`src/rtl/bsr_pkg.sv`:
```
package bsr_pkg;

    // ==================================================
    // Widths with a meaning
    // ==================================================
    typedef logic [15:0] block_row_t;   // Block row number
    typedef logic [15:0] block_col_t;   // Block column number
    typedef logic [15:0] block_idx_t;   // Global non-zero block index, also a row_ptr value
    typedef logic [15:0] meta_addr_t;   // Word address into row_ptr or col_idx
    typedef logic [23:0] byte_addr_t;   // Byte address in block memory
    typedef logic [7:0]  byte_t;        // One INT8 weight
    typedef logic [31:0] count_t;       // Performance counter

    // Which metadata array a request targets
    typedef enum logic [1:0] {
        META_ROW_PTR = 2'd0,
        META_COL_IDX = 2'd1
    } meta_kind_t;

    // ==================================================
    // Descriptors
    // ==================================================

    // Metadata read request, data returns one cycle after en
    typedef struct packed {
        logic       en;
        meta_kind_t kind;
        meta_addr_t addr;
    } meta_req_t;

    // Position of one block handed to the systolic array
    typedef struct packed {
        block_row_t row;
        block_col_t col;
        block_idx_t idx;    // Also selects the bytes in block memory
    } blk_desc_t;

    // Layer geometry in blocks
    typedef struct packed {
        block_row_t num_rows;
        block_col_t num_cols;
    } geom_t;

endpackage

```
`src/rtl/bsr_block_loader.sv`:
```
`timescale 1ns/1ps

module bsr_block_loader #(
    parameter int BLOCK_BYTES = 64
) (
    input  logic                     clk,
    input  logic                     rst_n,
    input  logic                     load_start,     // Byte 0 requested in this cycle
    input  bsr_pkg::block_idx_t      load_idx,
    output logic                     block_rd_en,
    output bsr_pkg::byte_addr_t      block_rd_addr,
    input  bsr_pkg::byte_t           block_rd_data,  // One cycle after block_rd_en
    output logic                     load_done,      // Buffer complete
    output logic [BLOCK_BYTES*8-1:0] blk_data        // Byte 0 in the lowest slot
);
    import bsr_pkg::*;

    localparam int               CNT_W  = $clog2(BLOCK_BYTES);
    localparam byte_addr_t       STRIDE = byte_addr_t'(BLOCK_BYTES);
    localparam logic [CNT_W-1:0] LAST   = CNT_W'(BLOCK_BYTES - 1);

    logic             active;       // Bytes 1 and up still to request
    logic [CNT_W-1:0] cnt;          // Slot requested this cycle, zero when idle
    byte_addr_t       start_addr;
    byte_addr_t       base;         // Address of byte 0, held for the burst
    logic             cap_en;       // A byte returns this cycle
    logic [CNT_W-1:0] cap_slot;     // Slot of that byte

    assign start_addr    = byte_addr_t'(load_idx) * STRIDE;
    assign block_rd_en   = load_start | active;
    assign block_rd_addr = (active ? base : start_addr) + byte_addr_t'(cnt);

    // Request side
    always_ff @(posedge clk or negedge rst_n) begin
        if (!rst_n) begin
            active <= 1'b0;
            cnt    <= '0;
        end else if (load_start) begin
            active <= 1'b1;
            cnt    <= CNT_W'(1);
        end else if (active) begin
            active <= (cnt != LAST);
            cnt    <= (cnt == LAST) ? '0 : cnt + CNT_W'(1);    // Wrap back to slot 0
        end
    end

    always_ff @(posedge clk) if (load_start) base <= start_addr;

    // Capture side, one cycle behind the requests
    always_ff @(posedge clk or negedge rst_n) begin
        if (!rst_n) begin
            cap_en    <= 1'b0;
            cap_slot  <= '0;
            load_done <= 1'b0;
        end else begin
            cap_en    <= block_rd_en;
            cap_slot  <= cnt;
            load_done <= cap_en && (cap_slot == LAST);  // Last byte written this edge
        end
    end

    always_ff @(posedge clk) if (cap_en) blk_data[cap_slot*8 +: 8] <= block_rd_data;

endmodule

```
`src/rtl/bsr_cfg_regs.sv`:
```
`timescale 1ns/1ps

module bsr_cfg_regs (
    input  logic            clk,
    input  logic            rst_n,
    input  logic            cfg_write,          // One-cycle write strobe
    input  bsr_pkg::geom_t  cfg_geom,
    input  logic            busy,               // Walker is inside a run
    input  logic            start_run,          // Run accepted this cycle
    input  logic            blk_retired,        // Systolic array finished a block
    output bsr_pkg::geom_t  geom,
    output bsr_pkg::count_t blocks_processed
);

    // ==================================================
    // Layer geometry
    // ==================================================
    // Writes land only between runs so a run sees one geometry
    always_ff @(posedge clk or negedge rst_n) begin
        if (!rst_n) begin
            geom <= '0;
        end else if (cfg_write && !busy) begin
            geom <= cfg_geom;                   // Latch new layer shape
        end
    end

    // ==================================================
    // Processed-block counter
    // ==================================================
    always_ff @(posedge clk or negedge rst_n) begin
        if (!rst_n) begin
            blocks_processed <= '0;
        end else if (start_run) begin
            blocks_processed <= '0;             // Fresh count per run
        end else if (blk_retired) begin
            blocks_processed <= blocks_processed + 32'd1;
        end
    end

    // Counter only moves inside a run, start_run wins on a collision

endmodule

```
`src/rtl/bsr_row_walker.sv`:
```
`timescale 1ns/1ps

module bsr_row_walker (
    input  logic                clk,
    input  logic                rst_n,
    input  logic                start,              // Ignored unless idle
    input  bsr_pkg::geom_t      geom,
    output bsr_pkg::meta_req_t  meta_req,
    input  logic [31:0]         meta_rd_data,       // Valid one cycle after meta_req.en
    output logic                load_start,
    output bsr_pkg::block_idx_t load_idx,
    input  logic                load_done,
    output logic                blk_valid,
    output bsr_pkg::blk_desc_t  blk_desc,
    input  logic                systolic_ready,
    input  logic                systolic_done,
    output logic                blk_retired,
    output logic                start_run,
    output logic                busy,
    output logic                done
);
    import bsr_pkg::*;

    typedef enum logic [3:0] {
        IDLE,
        ROW_LO,         // Request row_ptr[r]
        ROW_HI,         // Capture row_ptr[r], request row_ptr[r+1]
        CHECK_ROW,      // Capture row_ptr[r+1], skip if empty
        COL_REQ,        // Request col_idx[idx]
        COL_CAP,        // Capture column, kick the loader
        LOAD,
        OFFER,          // blk_valid held until systolic_ready
        WAIT_DONE,      // Wait for systolic_done
        NEXT_BLOCK,
        NEXT_ROW,
        FINISH
    } walk_state_t;

    walk_state_t state;
    walk_state_t state_nxt;

    block_row_t cur_row;
    block_idx_t cur_idx;
    block_idx_t row_lo;     // First block of the row
    block_idx_t row_hi;     // First block of the next row
    block_col_t cur_col;

    logic last_row;
    logic row_empty;
    logic last_blk;

    // 17-bit compare also covers a zero-row layer
    assign last_row  = ({1'b0, cur_row} + 17'd1) >= {1'b0, geom.num_rows};
    assign row_empty = (meta_rd_data[15:0] == row_lo);     // row_ptr[r+1] on the bus now
    assign last_blk  = ((cur_idx + 16'd1) == row_hi);

    // ==================================================
    // Next state
    // ==================================================
    always_comb begin
        state_nxt = state;
        case (state)
            IDLE:       if (start) state_nxt = (geom.num_rows == '0) ? NEXT_ROW : ROW_LO;
            ROW_LO:     state_nxt = ROW_HI;
            ROW_HI:     state_nxt = CHECK_ROW;
            CHECK_ROW:  state_nxt = row_empty ? NEXT_ROW : COL_REQ;
            COL_REQ:    state_nxt = COL_CAP;
            COL_CAP:    state_nxt = LOAD;
            LOAD:       if (load_done) state_nxt = OFFER;
            OFFER:      if (systolic_ready) state_nxt = WAIT_DONE;    // Transfer cycle
            WAIT_DONE:  if (systolic_done) state_nxt = NEXT_BLOCK;
            NEXT_BLOCK: state_nxt = last_blk ? NEXT_ROW : COL_REQ;
            NEXT_ROW:   state_nxt = last_row ? FINISH : ROW_LO;
            FINISH:     state_nxt = IDLE;
            default:    state_nxt = IDLE;
        endcase
    end

    // ==================================================
    // Control registers
    // ==================================================
    always_ff @(posedge clk or negedge rst_n) begin
        if (!rst_n) begin
            state   <= IDLE;
            cur_row <= '0;
            cur_idx <= '0;
        end else begin
            state <= state_nxt;
            if (state == IDLE && start) cur_row <= '0;
            if (state == CHECK_ROW) cur_idx <= row_lo;              // Walk from row start
            if (state == NEXT_BLOCK) cur_idx <= cur_idx + 16'd1;
            if (state == NEXT_ROW && !last_row) cur_row <= cur_row + 16'd1;
        end
    end

    // Metadata captures, one cycle after each request
    always_ff @(posedge clk) begin
        if (state == ROW_HI) row_lo <= meta_rd_data[15:0];
        if (state == CHECK_ROW) row_hi <= meta_rd_data[15:0];
        if (state == COL_CAP) cur_col <= meta_rd_data[15:0];
    end

    // ==================================================
    // Outputs
    // ==================================================
    always_comb begin
        meta_req = '{en: 1'b0, kind: META_ROW_PTR, addr: '0};
        case (state)
            ROW_LO:  meta_req = '{en: 1'b1, kind: META_ROW_PTR, addr: cur_row};
            ROW_HI:  meta_req = '{en: 1'b1, kind: META_ROW_PTR, addr: cur_row + 16'd1};
            COL_REQ: meta_req = '{en: 1'b1, kind: META_COL_IDX, addr: cur_idx};
            default: ;
        endcase
    end

    assign load_start  = (state == COL_CAP);
    assign load_idx    = cur_idx;
    assign blk_valid   = (state == OFFER);
    assign blk_desc    = '{row: cur_row, col: cur_col, idx: cur_idx};  // Stable through OFFER
    assign blk_retired = (state == WAIT_DONE) && systolic_done;
    assign start_run   = (state == IDLE) && start;
    assign busy        = (state != IDLE) && (state != FINISH);  // Low while done pulses
    assign done        = (state == FINISH);

endmodule

```
`src/rtl/bsr_scheduler.sv`:
```
`timescale 1ns/1ps

module bsr_scheduler #(
    parameter int BLOCK_BYTES = 64                  // Bytes per block
) (
    input  logic                     clk,
    input  logic                     rst_n,
    input  logic                     start,
    input  logic                     cfg_write,
    input  bsr_pkg::geom_t           cfg_geom,
    // Metadata memory
    output bsr_pkg::meta_req_t       meta_req,
    input  logic [31:0]              meta_rd_data,
    // Block memory
    output logic                     block_rd_en,
    output bsr_pkg::byte_addr_t      block_rd_addr,
    input  bsr_pkg::byte_t           block_rd_data,
    // Systolic array
    output logic                     blk_valid,
    output bsr_pkg::blk_desc_t       blk_desc,
    output logic [BLOCK_BYTES*8-1:0] blk_data,
    input  logic                     systolic_ready,
    input  logic                     systolic_done,
    // Status
    output bsr_pkg::count_t          blocks_processed,
    output logic                     busy,
    output logic                     done
);
    import bsr_pkg::*;

    // ==================================================
    // Internal links
    // ==================================================
    geom_t      geom;           // Registered geometry for the walker
    logic       blk_retired;
    logic       start_run;
    logic       load_start;
    block_idx_t load_idx;
    logic       load_done;

    bsr_cfg_regs bsr_cfg_regs_inst (
        .clk, .rst_n, .cfg_write, .cfg_geom, .busy, .start_run, .blk_retired,
        .geom, .blocks_processed
    );

    bsr_row_walker bsr_row_walker_inst (
        .clk, .rst_n, .start, .geom, .meta_req, .meta_rd_data,
        .load_start, .load_idx, .load_done,
        .blk_valid, .blk_desc, .systolic_ready, .systolic_done,
        .blk_retired, .start_run, .busy, .done
    );

    // Buffer feeds blk_data directly, stable until the next load
    bsr_block_loader #(.BLOCK_BYTES(BLOCK_BYTES)) bsr_block_loader_inst (
        .clk, .rst_n, .load_start, .load_idx,
        .block_rd_en, .block_rd_addr, .block_rd_data,
        .load_done, .blk_data
    );

endmodule

```
`config.mk`:
```
export PLATFORM = sky130hd
export DESIGN_NAME = bsr_scheduler
export DESIGN_NICKNAME = d
export VERILOG_FILES = /design/src/rtl/bsr_pkg.sv /design/src/rtl/bsr_block_loader.sv /design/src/rtl/bsr_cfg_regs.sv /design/src/rtl/bsr_row_walker.sv /design/src/rtl/bsr_scheduler.sv
export SDC_FILE = /design/constraint.sdc
export NUM_CORES = 1
export LEC_CHECK = 0
export BUFFER_PORTS_ARGS = -buffer_cell sky130_fd_sc_hd__buf_2
export CAP_MARGIN = 40
export CORE_MARGIN = 2
export CORE_UTILIZATION = 30
export CTS_BUF_LIST = sky130_fd_sc_hd__clkbuf_16
export DETAILED_ROUTE_END_ITERATION = 16
export HOLD_SLACK_MARGIN = 0.02
export PLACE_DENSITY = 0.52
export SLEW_MARGIN = 10
export SYNTH_ARGS = -nofsm -noshare
export SYNTH_HDL_FRONTEND = slang
export SYNTH_SLANG_ARGS = --single-unit
```
`constraint.sdc`:
```
create_clock -name clk -period 7.6 [get_ports clk]
set_input_delay 1.52 -clock clk [delete_from_list [all_inputs] [get_ports clk]]
set_output_delay 1.52 -clock clk [all_outputs]
set_load 0.02 [all_outputs]
```
After elaboration in Yosys (flattened, before gate mapping)
Cells that the tools add are included.

Flip-flop bits (word level): 675. Output and inout port bits: 639. Word-level logic and storage cells: 86.

Add/sub/neg operators: 7. $lt $le $gt $ge: 1. Equal/unequal tests: 21. Shift-type cells: 2. Muxes and demuxes: 23. Bitwise operators: 1. Reduce and logical (&&, ||, !) cells: 16.

Operators by type and width (count): $bwmux W512 (1); $shift A8 B34 Y512 const A (1); $shiftx A8 B34 Y512 (1); $mux W16 (4); $mux W32 (2); $pmux W19 S3 (1); $pmux W4 S11 (1); $neg A9 Y34 (1); $add A16 B1 Y16 const B (2); $add A32 B1 Y32 const B (1); $eq A16 B16 Y1 (2); $mux W4 (8); $add A24 B6 Y24 (1); $mux W22 (1); $mux W6 (3); $add A16 B1 Y17 const B (1); $ge A17 B16 Y1 (1); $eq A4 B3 Y1 const B (4); $eq A4 B4 Y1 const B (4); $logic_not A16 Y1 (1); $eq A6 B6 Y1 const B (2); $eq A4 B2 Y1 const B (2); $reduce_bool A2 Y1 (4); $add A6 B1 Y6 const B (1); 12 further kinds (21).

Depth between registers and ports, before layout
Gate-level depths: netlist (run 1).

Depth in word-level cells: 5. Gate-level depth with buffers: 17. Gate-level depth less buffers: 15.

Modules after synthesis
A second synthesis (run 1) with hierarchy kept.

Cells, all modules: 2221. Area total of the unflattened synthesis: 28546.1 um2.

Modules (own cells, without submodules): bsr_block_loader (instances 1, cells an instance 1432, area each 20459.6 um2, seq. area each 16230.6 um2); bsr_row_walker (instances 1, cells an instance 543, area each 5210.0 um2, seq. area each 2342.2 um2); bsr_cfg_regs (instances 1, cells an instance 246, area each 2876.5 um2, seq. area each 1601.5 um2).

Least setup slack after synthesis (run 1)
Ideal clock, no wire load.

Kind: register to output. From: register bsr_row_walker_inst.cur_row[0]. To: output meta_req[14] (netlist name). Arrival time: 2254 ps. Setup slack: 3826 ps. Cell stages (with the launch flop): 9. Path buffers: 1. Path through: dfrtp_1 > ha_1 > and3_1 > clkbuf_1 > and3_1 > nand4_1 > nor2_1 > xnor2_1 > o21ai_0.

RTL lines: start: declaration (line bsr_row_walker.sv:42) `block_row_t cur_row;`; start signal: assignment (line bsr_row_walker.sv:92) `if (state == NEXT_ROW && !last_row) cur_row <= cur_row + 16'd1;`; end: declaration (line bsr_scheduler.sv:12) `output bsr_pkg::meta_req_t meta_req,`.

==> key figures, run 1 <==
Pwr
  • Pint: roughly 7600 µW
  • P_sw: between 4000 and 5000 µW
  • Maximum vdd drop: roughly 0.24 mV
  • Sequential share of power: 39.8%
  • Part of the power in the clock network: ~29%
  • Switching part of the total power: between 30% and 40%
  • Power per cell area: 361 mW/mm²
  • P_leak: 0.0147 µW
  • Comb pwr share: 31.6%

Worst setup path
  • Crit path DAT: approximately 3 ns
  • Max stage delay on crit path: 0.55 ns
  • Required time of the critical path: 6.08 ns
  • CP max stage cell: dfrtp_1
  • Worst-path fanout max: 9
  • Worst r2r src: bsr_block_loader_inst.cap_slot[0]
  • Cell mode on critical path: and3_1
  • Setup crit end kind: output port
  • Sequence of cells on the critical path: ha_1, and3_1, and3_1, nand4_1, nor2_1, xnor2_1, o21ai_0, buf_2
  • Worst Setup SP: bsr_row_walker_inst.cur_row[0]
  • CP Launch Type: flip-flop
  • Crit Path Class: reg -> out

Clocking
  • CTS tree: done
  • CTS Buffer Depth: 3
  • CTS sink cnt: 675
  • CTS Buf Count: between 70 and 80
  • CTS H-tree lvls: 3
  • Hold_buf cts: 0
  • CTS root buf: clkbuf_16
  • Setup repair bufs after CTS: 0
  • Worst-path clk slew: 0.06 ns
  • Clock latency on the worst-skew pair: 0.64 ns
  • Cts repair resizes: 0

Min path
  • Worst hold path type: reg -> reg
  • Hold path start: bsr_row_walker_inst.row_lo[0]

STA
  • Tmin final: 4.52 ns
  • WHS: 0.495 ns
  • Fmax: 221 MHz
  • Worst clock skew: around 0.037 ns
  • Final period util: between 50 and 60%
  • Slew Limit Fails: 0
  • Slew at the pin with the worst max-slew slack: about 0.90 ns
  • Final Hold Fails: 0
  • Setup TNS: 0 ns
  • Final setup margin: roughly 3.1 ns
  • RSZ-0062 raised after global routing: false
  • Final setup viols: 0
  • Slew HR: 39.5%

Die
  • Die height: 306 µm
  • Row cnt: 110
  • Initial Utilization: 30.3%
  • Die Wd: 306 µm
  • Ports: 717
  • Die area: 0.0937 mm²
  • Core area: around 0.09 mm²

Synth
  • Seq/Total Area, Yosys: just over 70%
  • Synth Instances: 2207
  • #FFs+latches synth: 675
  • Unique masters post-synth: 72
  • Ys flop type: edfxtp_1
  • Post-synthesis cell area: between 0.02 and 0.03 mm²
  • YS warnings: 0
  • Number of flops mapped to enable cells by yosys: 576
  • Syn_area_per_cell: 12.4 µm²
  • FFs w/ async S/R, synth: 14.7%

Drt
  • WL per Instance: between 20 and 25 µm
  • Vias per std cell: approximately 4.9
  • Drc violations: 0
  • Via Count: between 20000 and 25000
  • DRT iter0 DRCs: roughly 1800
  • Final antenna-violating net count: 0
  • Drt total wl: 101000 µm
  • DR pass1 iterations: 5

Cells and area
  • Fraction of layout cells with a size suffix above 1: 30.0%
  • Area Growth Syn to Fin: 26.8%
  • Post-layout net count: 2986
  • Final instance area: 0.0347 mm²
  • Ant. Diodes: 0
  • Fin util: 38.5%

Status
  • Status: completed

Placed design
  • Post-Place Setup Slack: between 3 and 4 ns
  • Placement Cell Area: 0.0323 mm²
  • Hpwl dp: 72100 µm
  • RePlAce Congestion: slightly below 0.9
  • Port bufs: a little under 700

Global routing
  • Grt ovf: 0
  • Vias in the first global route: ~19000
  • Gr usage total: 20.7%
  • Antenna violations before repair: 6
  • Global-route wire length before repair: roughly 140000 µm
  • Largest net degree at the start of global routing: 65

Job
  • Max-cap violation count: 0
## critical path: cells and delay by family (launching register included)
| kind | cells | cell delay (ns) |
|---|---|---|
| simple gates | 4 | 1.00 |
| flops | 1 | 0.55 |
| fa+ha+maj | 1 | 0.29 |
| xor+xnor | 1 | 0.24 |
| buf+inv | 1 | 0.18 |
| compound gates | 1 | 0.12 |
## layout make-up
cell class                      count  area [µm²]
Multi-Input combinational cell   1359        6950
Clock buffer                       78        1950
Sequential cell                   675       19800
Tap cell                         1176        1470
Clock inverter                     61         479
Fill cell                        8808       55600
Timing Repair Buffer              729        3940
Inverter                           42         158
## cells in the mapped netlist, types with 3 or more instances
cell type	count	area, µm²
buf_6	3	33.8
mux2i_1	3	30.0
nand4_1	19	119
a21o_1	6	45.0
o2111ai_1	4	35.0
nor2_1	606	2270
nor2b_1	7	43.8
xnor2_1	27	236
clkbuf_1	111	417
mux2_2	14	158
a221o_1	7	70.1
o211ai_1	3	22.5
a21oi_1	28	140
buf_2	4	20.0
o22ai_1	7	43.8
and2_1	14	87.6
nand2b_1	9	56.3
o21ai_0	78	390
nor4_1	16	100
edfxtp_1	576	17300
a32oi_1	3	26.3
and3_1	46	288
nand3_1	105	526
nor3_1	24	120
or2_2	3	18.8
nand2_1	176	661
xor2_1	52	455
or3_1	14	87.6
buf_1	7	26.3
a22oi_1	14	105
dfrtp_1	99	2480
clkbuf_8	4	55.1
nor3b_1	4	30.0
buf_4	4	30.0
ha_1	23	288
inv_1	40	150
a31oi_1	4	25.0
## sequential cells by signal, summed over array words and instances (netlist names)
register	cells
bsr_block_loader_inst.blk_data	512
bsr_cfg_regs_inst.blocks_processed	32
bsr_block_loader_inst.base	16
bsr_cfg_regs_inst.geom	16
bsr_row_walker_inst.cur_col	16
bsr_row_walker_inst.cur_row	16
bsr_row_walker_inst.load_idx	16
bsr_row_walker_inst.row_hi	16
bsr_row_walker_inst.row_lo	16
bsr_block_loader_inst.cap_slot	6
bsr_block_loader_inst.cnt	6
bsr_row_walker_inst.state	4
bsr_block_loader_inst.active	1
bsr_block_loader_inst.cap_en	1
bsr_block_loader_inst.load_done	1
## metrics by stage
stage / std cells / total power, µW
final: 4120 / 12500
after global routing: 4120 / 13200
after CTS: 4119 / 12700
after detailed placement: 3980 / 9070
after global placement: 3958 / 8960
after floorplan: 2209 / 7340
## metal layers
metal / vias up / share of wire (%) / routed length (µm) / track usage [%]
li1: 9127 / - / - / -
met1: 9825 / 37 / 37600 / 24.4
met2: 958 / 48 / 48700 / 34.7
met3: 174 / 9.9 / 9930 / 6.85
met4: 2 / 4.2 / 4200 / 8.74
met5: - / 0.016 / 16 / 0
## layout by cell type (no fill, tap or decap), drive strengths merged, types with 3 or more instances in the layout
cell	instances
edfxtp	576
mux2	14
nor3	24
ha	23
nand3	106
a21o	6
o2111ai	4
a21oi	28
clkbuf	78
nor3b	4
a22oi	14
o21ai	79
a221o	8
or3	15
nand4	20
conb	3
bufinv	4
a31oi	4
or2	3
clkinv	27
dfrtp	99
nor2b	7
xnor2	27
nor2	606
nand2b	9
o22ai	7
clkinvlp	3
xor2	52
a32oi	3
mux2i	3
or4	3
inv	69
nor4	17
buf	729
and3	48
nand2	176
o211ai	3
and2	15
## logic make-up after synthesis
| group | Yosys count | share of synthesized area, % |
|---|---|---|
| AO/OA/AOI/OAI | 174 | 3.94 |
| XOR/XNOR | 80 | 2.63 |
| adder cells (fa/ha/maj) | 23 | 1.05 |
| buffers and inverters | 175 | 2.70 |
| flip-flops | 675 | 72.2 |
| multiplexers | 17 | 0.686 |
| other | 1 | 0.0137 |
| AND/OR/NAND/NOR | 1062 | 16.7 |
## power groups by stage
stage / combinational [µW] / clock (µW) / sequential, µW
finish: 3960 / 3590 / 4990
global route: 4310 / 3810 / 5050
CTS: 4010 / 3670 / 5000
detailed placement: 4000 / 0 / 5070
global placement: 3890 / 0 / 5070
floorplan: 2200 / 0 / 5140
## path summary, 6_finish.rpt
| kind | to | cells past startpoint | slack [ns] |
|---|---|---|---|
| max | meta_req[14] | 8 | 3.08 |
| max reg2reg | bsr_block_loader_inst.blk_data[224] | 6 | 3.52 |
| max in group asynchronous | bsr_block_loader_inst.cap_slot[2] | 2 | 5.42 |
| min in group asynchronous | bsr_cfg_regs_inst.geom[25] | 1 | 0.90 |
| min reg2reg | bsr_row_walker_inst.load_idx[0] | 2 | 0.50 |
| min | bsr_row_walker_inst.load_idx[0] | 2 | 0.50 |
Note: power is estimated with default switching activity, not from simulation.
==> run 2, diff against run 1 <==
--- a/config.mk
+++ b/config.mk
@@ -12,7 +12,7 @@
 export CTS_BUF_LIST = sky130_fd_sc_hd__clkbuf_16
 export DETAILED_ROUTE_END_ITERATION = 16
 export HOLD_SLACK_MARGIN = 0.02
-export PLACE_DENSITY = 0.52
+export PLACE_DENSITY = 0.54
 export SLEW_MARGIN = 10
 export SYNTH_ARGS = -nofsm -noshare
 export SYNTH_HDL_FRONTEND = slang
==> constraint.sdc (replaced) <==
create_clock -name clk -period 3.7 [get_ports clk]
set_input_delay 0.74 -clock clk [delete_from_list [all_inputs] [get_ports clk]]
set_output_delay 0.74 -clock clk [all_outputs]
set_load 0.02 [all_outputs]
==> run 2 against run 1 <==
  * Via count is 0.92% higher
  * Global-route usage down 0.059 points
  * Critical path type unchanged
  * Design area rose by 2.3%
  * Flip-flop and latch count did not move
  * Combinational power increased by 120%
  * Non-clock buffer count rose by 86
  * Total power rose by 110%
  * Critical path depth did not move
==> key figures, run 2 (same netlist as run 1, synthesis figures left out) <==
Drt
  • Drt total wl: 100000 µm
  • Vias per std cell: 4.82
  • Final antenna-violating net count: 0
  • Via Count: between 20000 and 25000
  • DRT iter0 DRCs: 1576
  • WL per Instance: 23.8 µm
  • Drc violations: 0
  • DR pass1 iterations: 5

Worst setup path
  • Worst-path fanout max: 8
  • CP Launch Type: flip-flop
  • Max stage delay on crit path: 0.48 ns
  • Crit path DAT: 2.74 ns
  • Worst Setup SP: bsr_row_walker_inst.cur_row[4]
  • CP max stage cell: dfrtp_1
  • Required time of the critical path: 2.96 ns
  • Setup crit end kind: output port
  • Crit Path Class: reg -> out
  • Worst r2r src: bsr_row_walker_inst.cur_row[4]
  • Family with the most delay on the worst path: simple AND/OR/NAND/NOR gates
  • Buf/Inv on CP: 1
  • Cell mode on critical path: and3_1
  • Sequence of cells on the critical path: and3_1, and3_1, nand3_2, nor2_1, nand4_1, xor2_1, o21ai_1, buf_2

STA
  • RSZ-0062 raised after global routing: false
  • Final setup viols: 0
  • Final period util: 94.0%
  • Worst clock skew: between 0.03 and 0.04 ns
  • Tmin final: approximately 3.5 ns
  • Final Hold Fails: 0
  • Fmax: 288 MHz
  • Slew at the pin with the worst max-slew slack: 0.790 ns
  • Slew HR: 47.2%
  • Setup TNS: 0 ns
  • Final setup margin: 0.223 ns
  • Slew Limit Fails: 0

Global routing
  • Largest net degree at the start of global routing: 65
  • Antenna violations before repair: 5
  • Vias in the first global route: slightly below 20000
  • Met1 Usage GRT: 24.8%
  • Gr usage total: between 20% and 30%
  • Grt ovf: 0
  • Met3 GRT Util: ~5.5%
  • Grt peak-use layer: met2
  • Met2 usage: a little over a third
  • Global-route wire length before repair: 141000 µm

Die
  • Die area: 0.0937 mm²
  • Die height: 306 µm
  • Initial Utilization: 30.3%
  • Die Wd: 306 µm
  • Ports: 717
  • Core area: 0.0903 mm²
  • Row cnt: 110

Clocking
  • Hold_buf cts: 0
  • Worst-path clk slew: ~0.060 ns
  • CTS tree: done
  • CTS root buf: clkbuf_16
  • CTS Buf Count: 77
  • CTS H-tree lvls: 3
  • Clock latency on the worst-skew pair: 0.64 ns
  • CTS Buffer Depth: 3
  • CTS sink cnt: 675

Pwr
  • Pint: 16200 µW
  • Comb pwr share: between 30% and 40%
  • P_sw: about 10000 µW
  • Sequential share of power: 37.8%
  • Switching part of the total power: just under 40%
  • Maximum vdd drop: slightly above 0.5 mV
  • Part of the power in the clock network: 29.0%
  • Power per cell area: 751 mW/mm²
  • P_leak: about 0.015 µW

Status
  • Status: completed

Cells and area
  • Fraction of layout cells with a size suffix above 1: about a third
  • Area Growth Syn to Fin: 29.7%
  • Most frequent cells in the layout: buf_2 (680), nor2_1 (604), edfxtp_1 (576)
  • Final std cells w/o fill: 4205
  • Largest registers: bsr_block_loader_inst.blk_data (512), bsr_cfg_regs_inst.blocks_processed (32)
  • Largest register FFs: just over 500
  • Register with the most flip-flops: bsr_block_loader_inst.blk_data
  • Commonest non-fill, non-tap cell in the layout: buf_2
  • Post-layout net count: 3071

Placed design
  • Post-Place Setup Slack: 0.317 ns
  • Port bufs: slightly below 700
  • RePlAce Congestion: between 0.8 and 0.9
  • Hpwl dp: 72500 µm
  • DP Cell Count: around 4000

Min path
  • Worst hold path type: in -> async

Job
  • Max-cap violation count: 0
[run 2: cell count changes in the layout (fill, tap and decap cells not counted), sizes merged]
cell and delta:
buf +86, inv -9, bufinv +3, clkinvlp +3, clkbuf +1, diode +1
[run 2: what timing repair did]
action                     4_1_cts  5_1_grt
setup endpoints to repair        1        3
setup buffers                    0        0
resized for setup                1        4
[run 2: per-stage QoR]
| step | power, µW | instance area (µm²) | util, % | hold slack [ns] |
|---|---|---|---|---|
| after floorplan | 15100 | 27400 | - | 0.444 |
| after global placement | 19100 | 32800 | 36.3 | 0.468 |
| after detailed placement | 19200 | 33000 | 36.5 | 0.468 |
| after CTS | 26900 | 35500 | 39.3 | 0.0278 |
| after global routing | 27900 | 35500 | 39.3 | 0.0564 |
| final | 26700 | 35500 | 39.3 | 0.0601 |
[run 2: final timing paths]
kind / end / slack, ns / cells past startpoint
max: meta_req[15] / 0.22 / 8
min: bsr_cfg_regs_inst.geom[30] / 0.06 / 1
max reg2reg: bsr_row_walker_inst.cur_row[6] / 0.31 / 15
min reg2reg: bsr_block_loader_inst.cap_slot[4] / 0.48 / 0
max in group asynchronous: bsr_row_walker_inst.load_idx[11] / 3.01 / 2
min in group clk: bsr_cfg_regs_inst.geom[18] / 0.30 / 3
[run 2: metal layers]
layer  vias to the layer above  part of all wire, %
met5                         -                0.037
met4                         6                  2.6
met3                       143                  8.2
met2                       850                   50
met1                      9984                   39
li1                       9287                    -
[run 2: area by class of cell]
class / instances / area, µm²
Sequential cell: 675 / 19800
Tap cell: 1176 / 1470
Timing Repair Buffer: 815 / 4630
Fill cell: 8828 / 54800
Multi-Input combinational cell: 1359 / 6940
Inverter: 42 / 158
Antenna cell: 1 / 2.50
Clock buffer: 79 / 1980
Clock inverter: 58 / 557
[run 2: power by group through the flow]
stage | registers [µW] | logic (µW) | clock network [µW]
after floorplan | 10600 | 4510 | 0
after global routing | 10200 | 9560 | 8190
after CTS | 10100 | 8960 | 7890
after detailed placement | 10200 | 8940 | 0
after global placement | 10200 | 8850 | 0
final | 10100 | 8860 | 7740
[run 2: worst register-to-register path, cell delays in order (launching register included)]
cell	delay, ns
dfrtp_1	0.48
and3_1	0.21
and3_1	0.22
nand3_2	0.19
nor2_1	0.19
nand4_1	0.12
xor2_1	0.26
inv_1	0.07
ha_1	0.32
nand2_1	0.09
nor3_1	0.05
a22oi_1	0.32
nand4_1	0.18
buf_4	0.23
mux2i_1	0.13
a21o_1	0.19
==> run 3, diff against run 2 <==
--- a/config.mk
+++ b/config.mk
@@ -12,7 +12,7 @@
 export CTS_BUF_LIST = sky130_fd_sc_hd__clkbuf_16
 export DETAILED_ROUTE_END_ITERATION = 16
 export HOLD_SLACK_MARGIN = 0.02
-export PLACE_DENSITY = 0.54
+export PLACE_DENSITY = 0.52
 export SLEW_MARGIN = 10
 export SYNTH_ARGS = -nofsm -noshare
 export SYNTH_HDL_FRONTEND = slang
==> constraint.sdc (replaced) <==
create_clock -name clk -period 4 [get_ports clk]
set_input_delay 0.8 -clock clk [delete_from_list [all_inputs] [get_ports clk]]
set_output_delay 0.8 -clock clk [all_outputs]
set_load 0.02 [all_outputs]
==> run 3 against run 2 <==
  * Sequential power decreased by 7%
  * Flip-flop and latch count unchanged
  * Clock power decreased by 13%
  * Non-clock buffer count decreased by 19
  * Clock-buffer cell count decreased by 2
  * Highest routed layer unchanged
==> key figures, run 3 (same netlist as run 1, synthesis figures left out) <==
Worst setup path
  • Crit Path Class: reg -> out
  • Worst r2r src: bsr_row_walker_inst.cur_row[0]
  • Setup crit end: meta_req[12]
  • Required time of the critical path: 3.20 ns
  • Worst reg2reg endpoint: bsr_row_walker_inst.cur_row[6]
  • Register-to-Register Path Depth: 15
  • Setup crit end kind: output port
  • Reg-to-reg setup timing slack: 0.44 ns
  • Worst Setup SP: bsr_row_walker_inst.cur_row[0]
  • Worst-path fanout max: 9
  • CP Launch Type: flip-flop
  • Crit path DAT: 2.91 ns

Cells and area
  • Fin util: 39.0%
  • Post-layout net count: 3051
  • Largest register FFs: 512
  • Most frequent cells in the layout: buf_2 (680), nor2_1 (604), edfxtp_1 (576)
  • Final std cells w/o fill: 4186
  • Fraction of layout cells with a size suffix above 1: 31.5%
  • Register with the most flip-flops: bsr_block_loader_inst.blk_data
  • Area Growth Syn to Fin: 28.7%
  • Final instance area: about 0.035 mm²
  • Fill cells: 8821
  • Commonest non-fill, non-tap cell in the layout: buf_2
  • Largest registers: bsr_block_loader_inst.blk_data (512), bsr_cfg_regs_inst.blocks_processed (32)

Placed design
  • Port bufs: around 680
  • RePlAce Congestion: 0.890
  • DP Cell Count: 4047
  • Placement Cell Area: 0.0328 mm²
  • Hpwl dp: 73100 µm

Drt
  • WL per Instance: about 24 µm
  • Via Count: 20297
  • Final antenna-violating net count: 0
  • Drc violations: 0
  • DR pass1 iterations: 7
  • Vias per std cell: 4.85
  • Drt total wl: 101000 µm
  • DRT iter0 DRCs: 1516

STA
  • WHS: approximately 0.36 ns
  • Slew Limit Fails: 0
  • Slew HR: 40.7%
  • Tmin final: 3.71 ns
  • RSZ-0062 raised after global routing: false
  • Final Hold Fails: 0
  • Final setup viols: 0
  • Fmax: 270 MHz
  • Slew at the pin with the worst max-slew slack: 0.890 ns
  • Final period util: between 90% and 100%
  • Setup TNS: 0 ns
  • Worst clock skew: 0.0204 ns

Die
  • Initial Utilization: a little under a third
  • Die Wd: slightly above 300 µm
  • Core area: ~0.09 mm²
  • Row cnt: 110
  • Die height: 306 µm
  • Ports: roughly 720
  • Die area: 0.0937 mm²

Global routing
  • Antenna violations before repair: 6
  • Gr usage total: 20.9%
  • Vias in the first global route: between 15000 and 20000
  • Global-route wire length before repair: 142000 µm
  • Largest net degree at the start of global routing: 65
  • Grt ovf: 0

Clocking
  • Clock latency on the worst-skew pair: roughly 0.65 ns
  • Worst-path clk slew: around 0.060 ns
  • CTS Buffer Depth: 3
  • CTS Buf Count: 76
  • CTS root buf: clkbuf_16
  • CTS tree: done
  • CTS H-tree lvls: 3
  • CTS sink cnt: between 600 and 700

Job
  • Max-cap violation count: 0

Status
  • Status: completed

Pwr
  • Maximum vdd drop: 0.542 mV
  • P_leak: 0.0150 µW
  • Power per cell area: 683 mW/mm²

Min path
  • Worst hold path type: in -> reg
-- run 3: cell types whose count changed in the layout (fill, tap and decap cells not counted), moves of 3 or more --
cell       delta
bufinv_16     -3
inv_1         +4
clkinv_8      +3
inv_16        -5
buf_4        -19
-- run 3: critical path, cell delays in order (launching register included) --
cell and delay [ns]:
dfrtp_1 0.50, ha_1 0.27, and3_1 0.31, and3_1 0.24
nand4_1 0.13, buf_4 0.18, nand2_1 0.06, nand2_1 0.05
a221o_1 0.35, buf_2 0.18
-- run 3: cell type report --
class                   count  area [µm²]  share of cell area, %
inverters                  42         158                  0.448
flip-flops and latches    675       19800                   56.1
repair buffers            796        4480                   12.7
multi-input cells        1359        6930                   19.7
diodes                      1        2.50                0.00711
clock buffers              77        1930                   5.47
clock inverters            60         474                   1.35
well taps                1176        1470                   4.18
-- run 3: how the worst min path moves through the flow --
stage                                             start                                end  slack (ns)  cells after the start
after floorplan           bsr_row_walker_inst.row_lo[0]    bsr_row_walker_inst.load_idx[0]        0.46                      2
after global placement     bsr_block_loader_inst.cnt[4]  bsr_block_loader_inst.cap_slot[4]        0.47                      0
after detailed placement   bsr_block_loader_inst.cnt[4]  bsr_block_loader_inst.cap_slot[4]        0.48                      0
after CTS                                  cfg_geom[17]         bsr_cfg_regs_inst.geom[17]        0.31                      3
after global routing                       cfg_geom[17]         bsr_cfg_regs_inst.geom[17]        0.34                      3
final                                      cfg_geom[17]         bsr_cfg_regs_inst.geom[17]        0.36                      3
-- run 3: routing by layer --
metal	wire length, µm	up-vias	GRT usage [%]
li1	-	9272	-
met3	8220	144	5.78
met4	2790	8	6.55
met5	51	-	0
met1	39300	10019	25.2
met2	50400	854	36.2
-- run 3: per-stage QoR --
step,setup slack [ns],total power (µW)
floorplan,0.676,13900
global placement,0.465,17400
detailed placement,0.461,17500
CTS,0.258,24300
global route,0.102,25200
finish,0.293,24000
-- run 3: timing repair --
| action | 4_1_cts | 5_1_grt |
|---|---|---|
| resized for setup | 0 | 0 |
| hold buffers | 1 | 0 |
| endpoints found under the hold margin | 7 | 0 |
| setup buffers | 0 | 0 |
-- run 3: report_power, final --
group,leakage [µW],internal [µW],switching (µW)
Sequential,0.00734,8620,809
Combinational,0.00644,2130,5720
Clock,0.00122,3790,2970
Total,0.0150,14500,9500
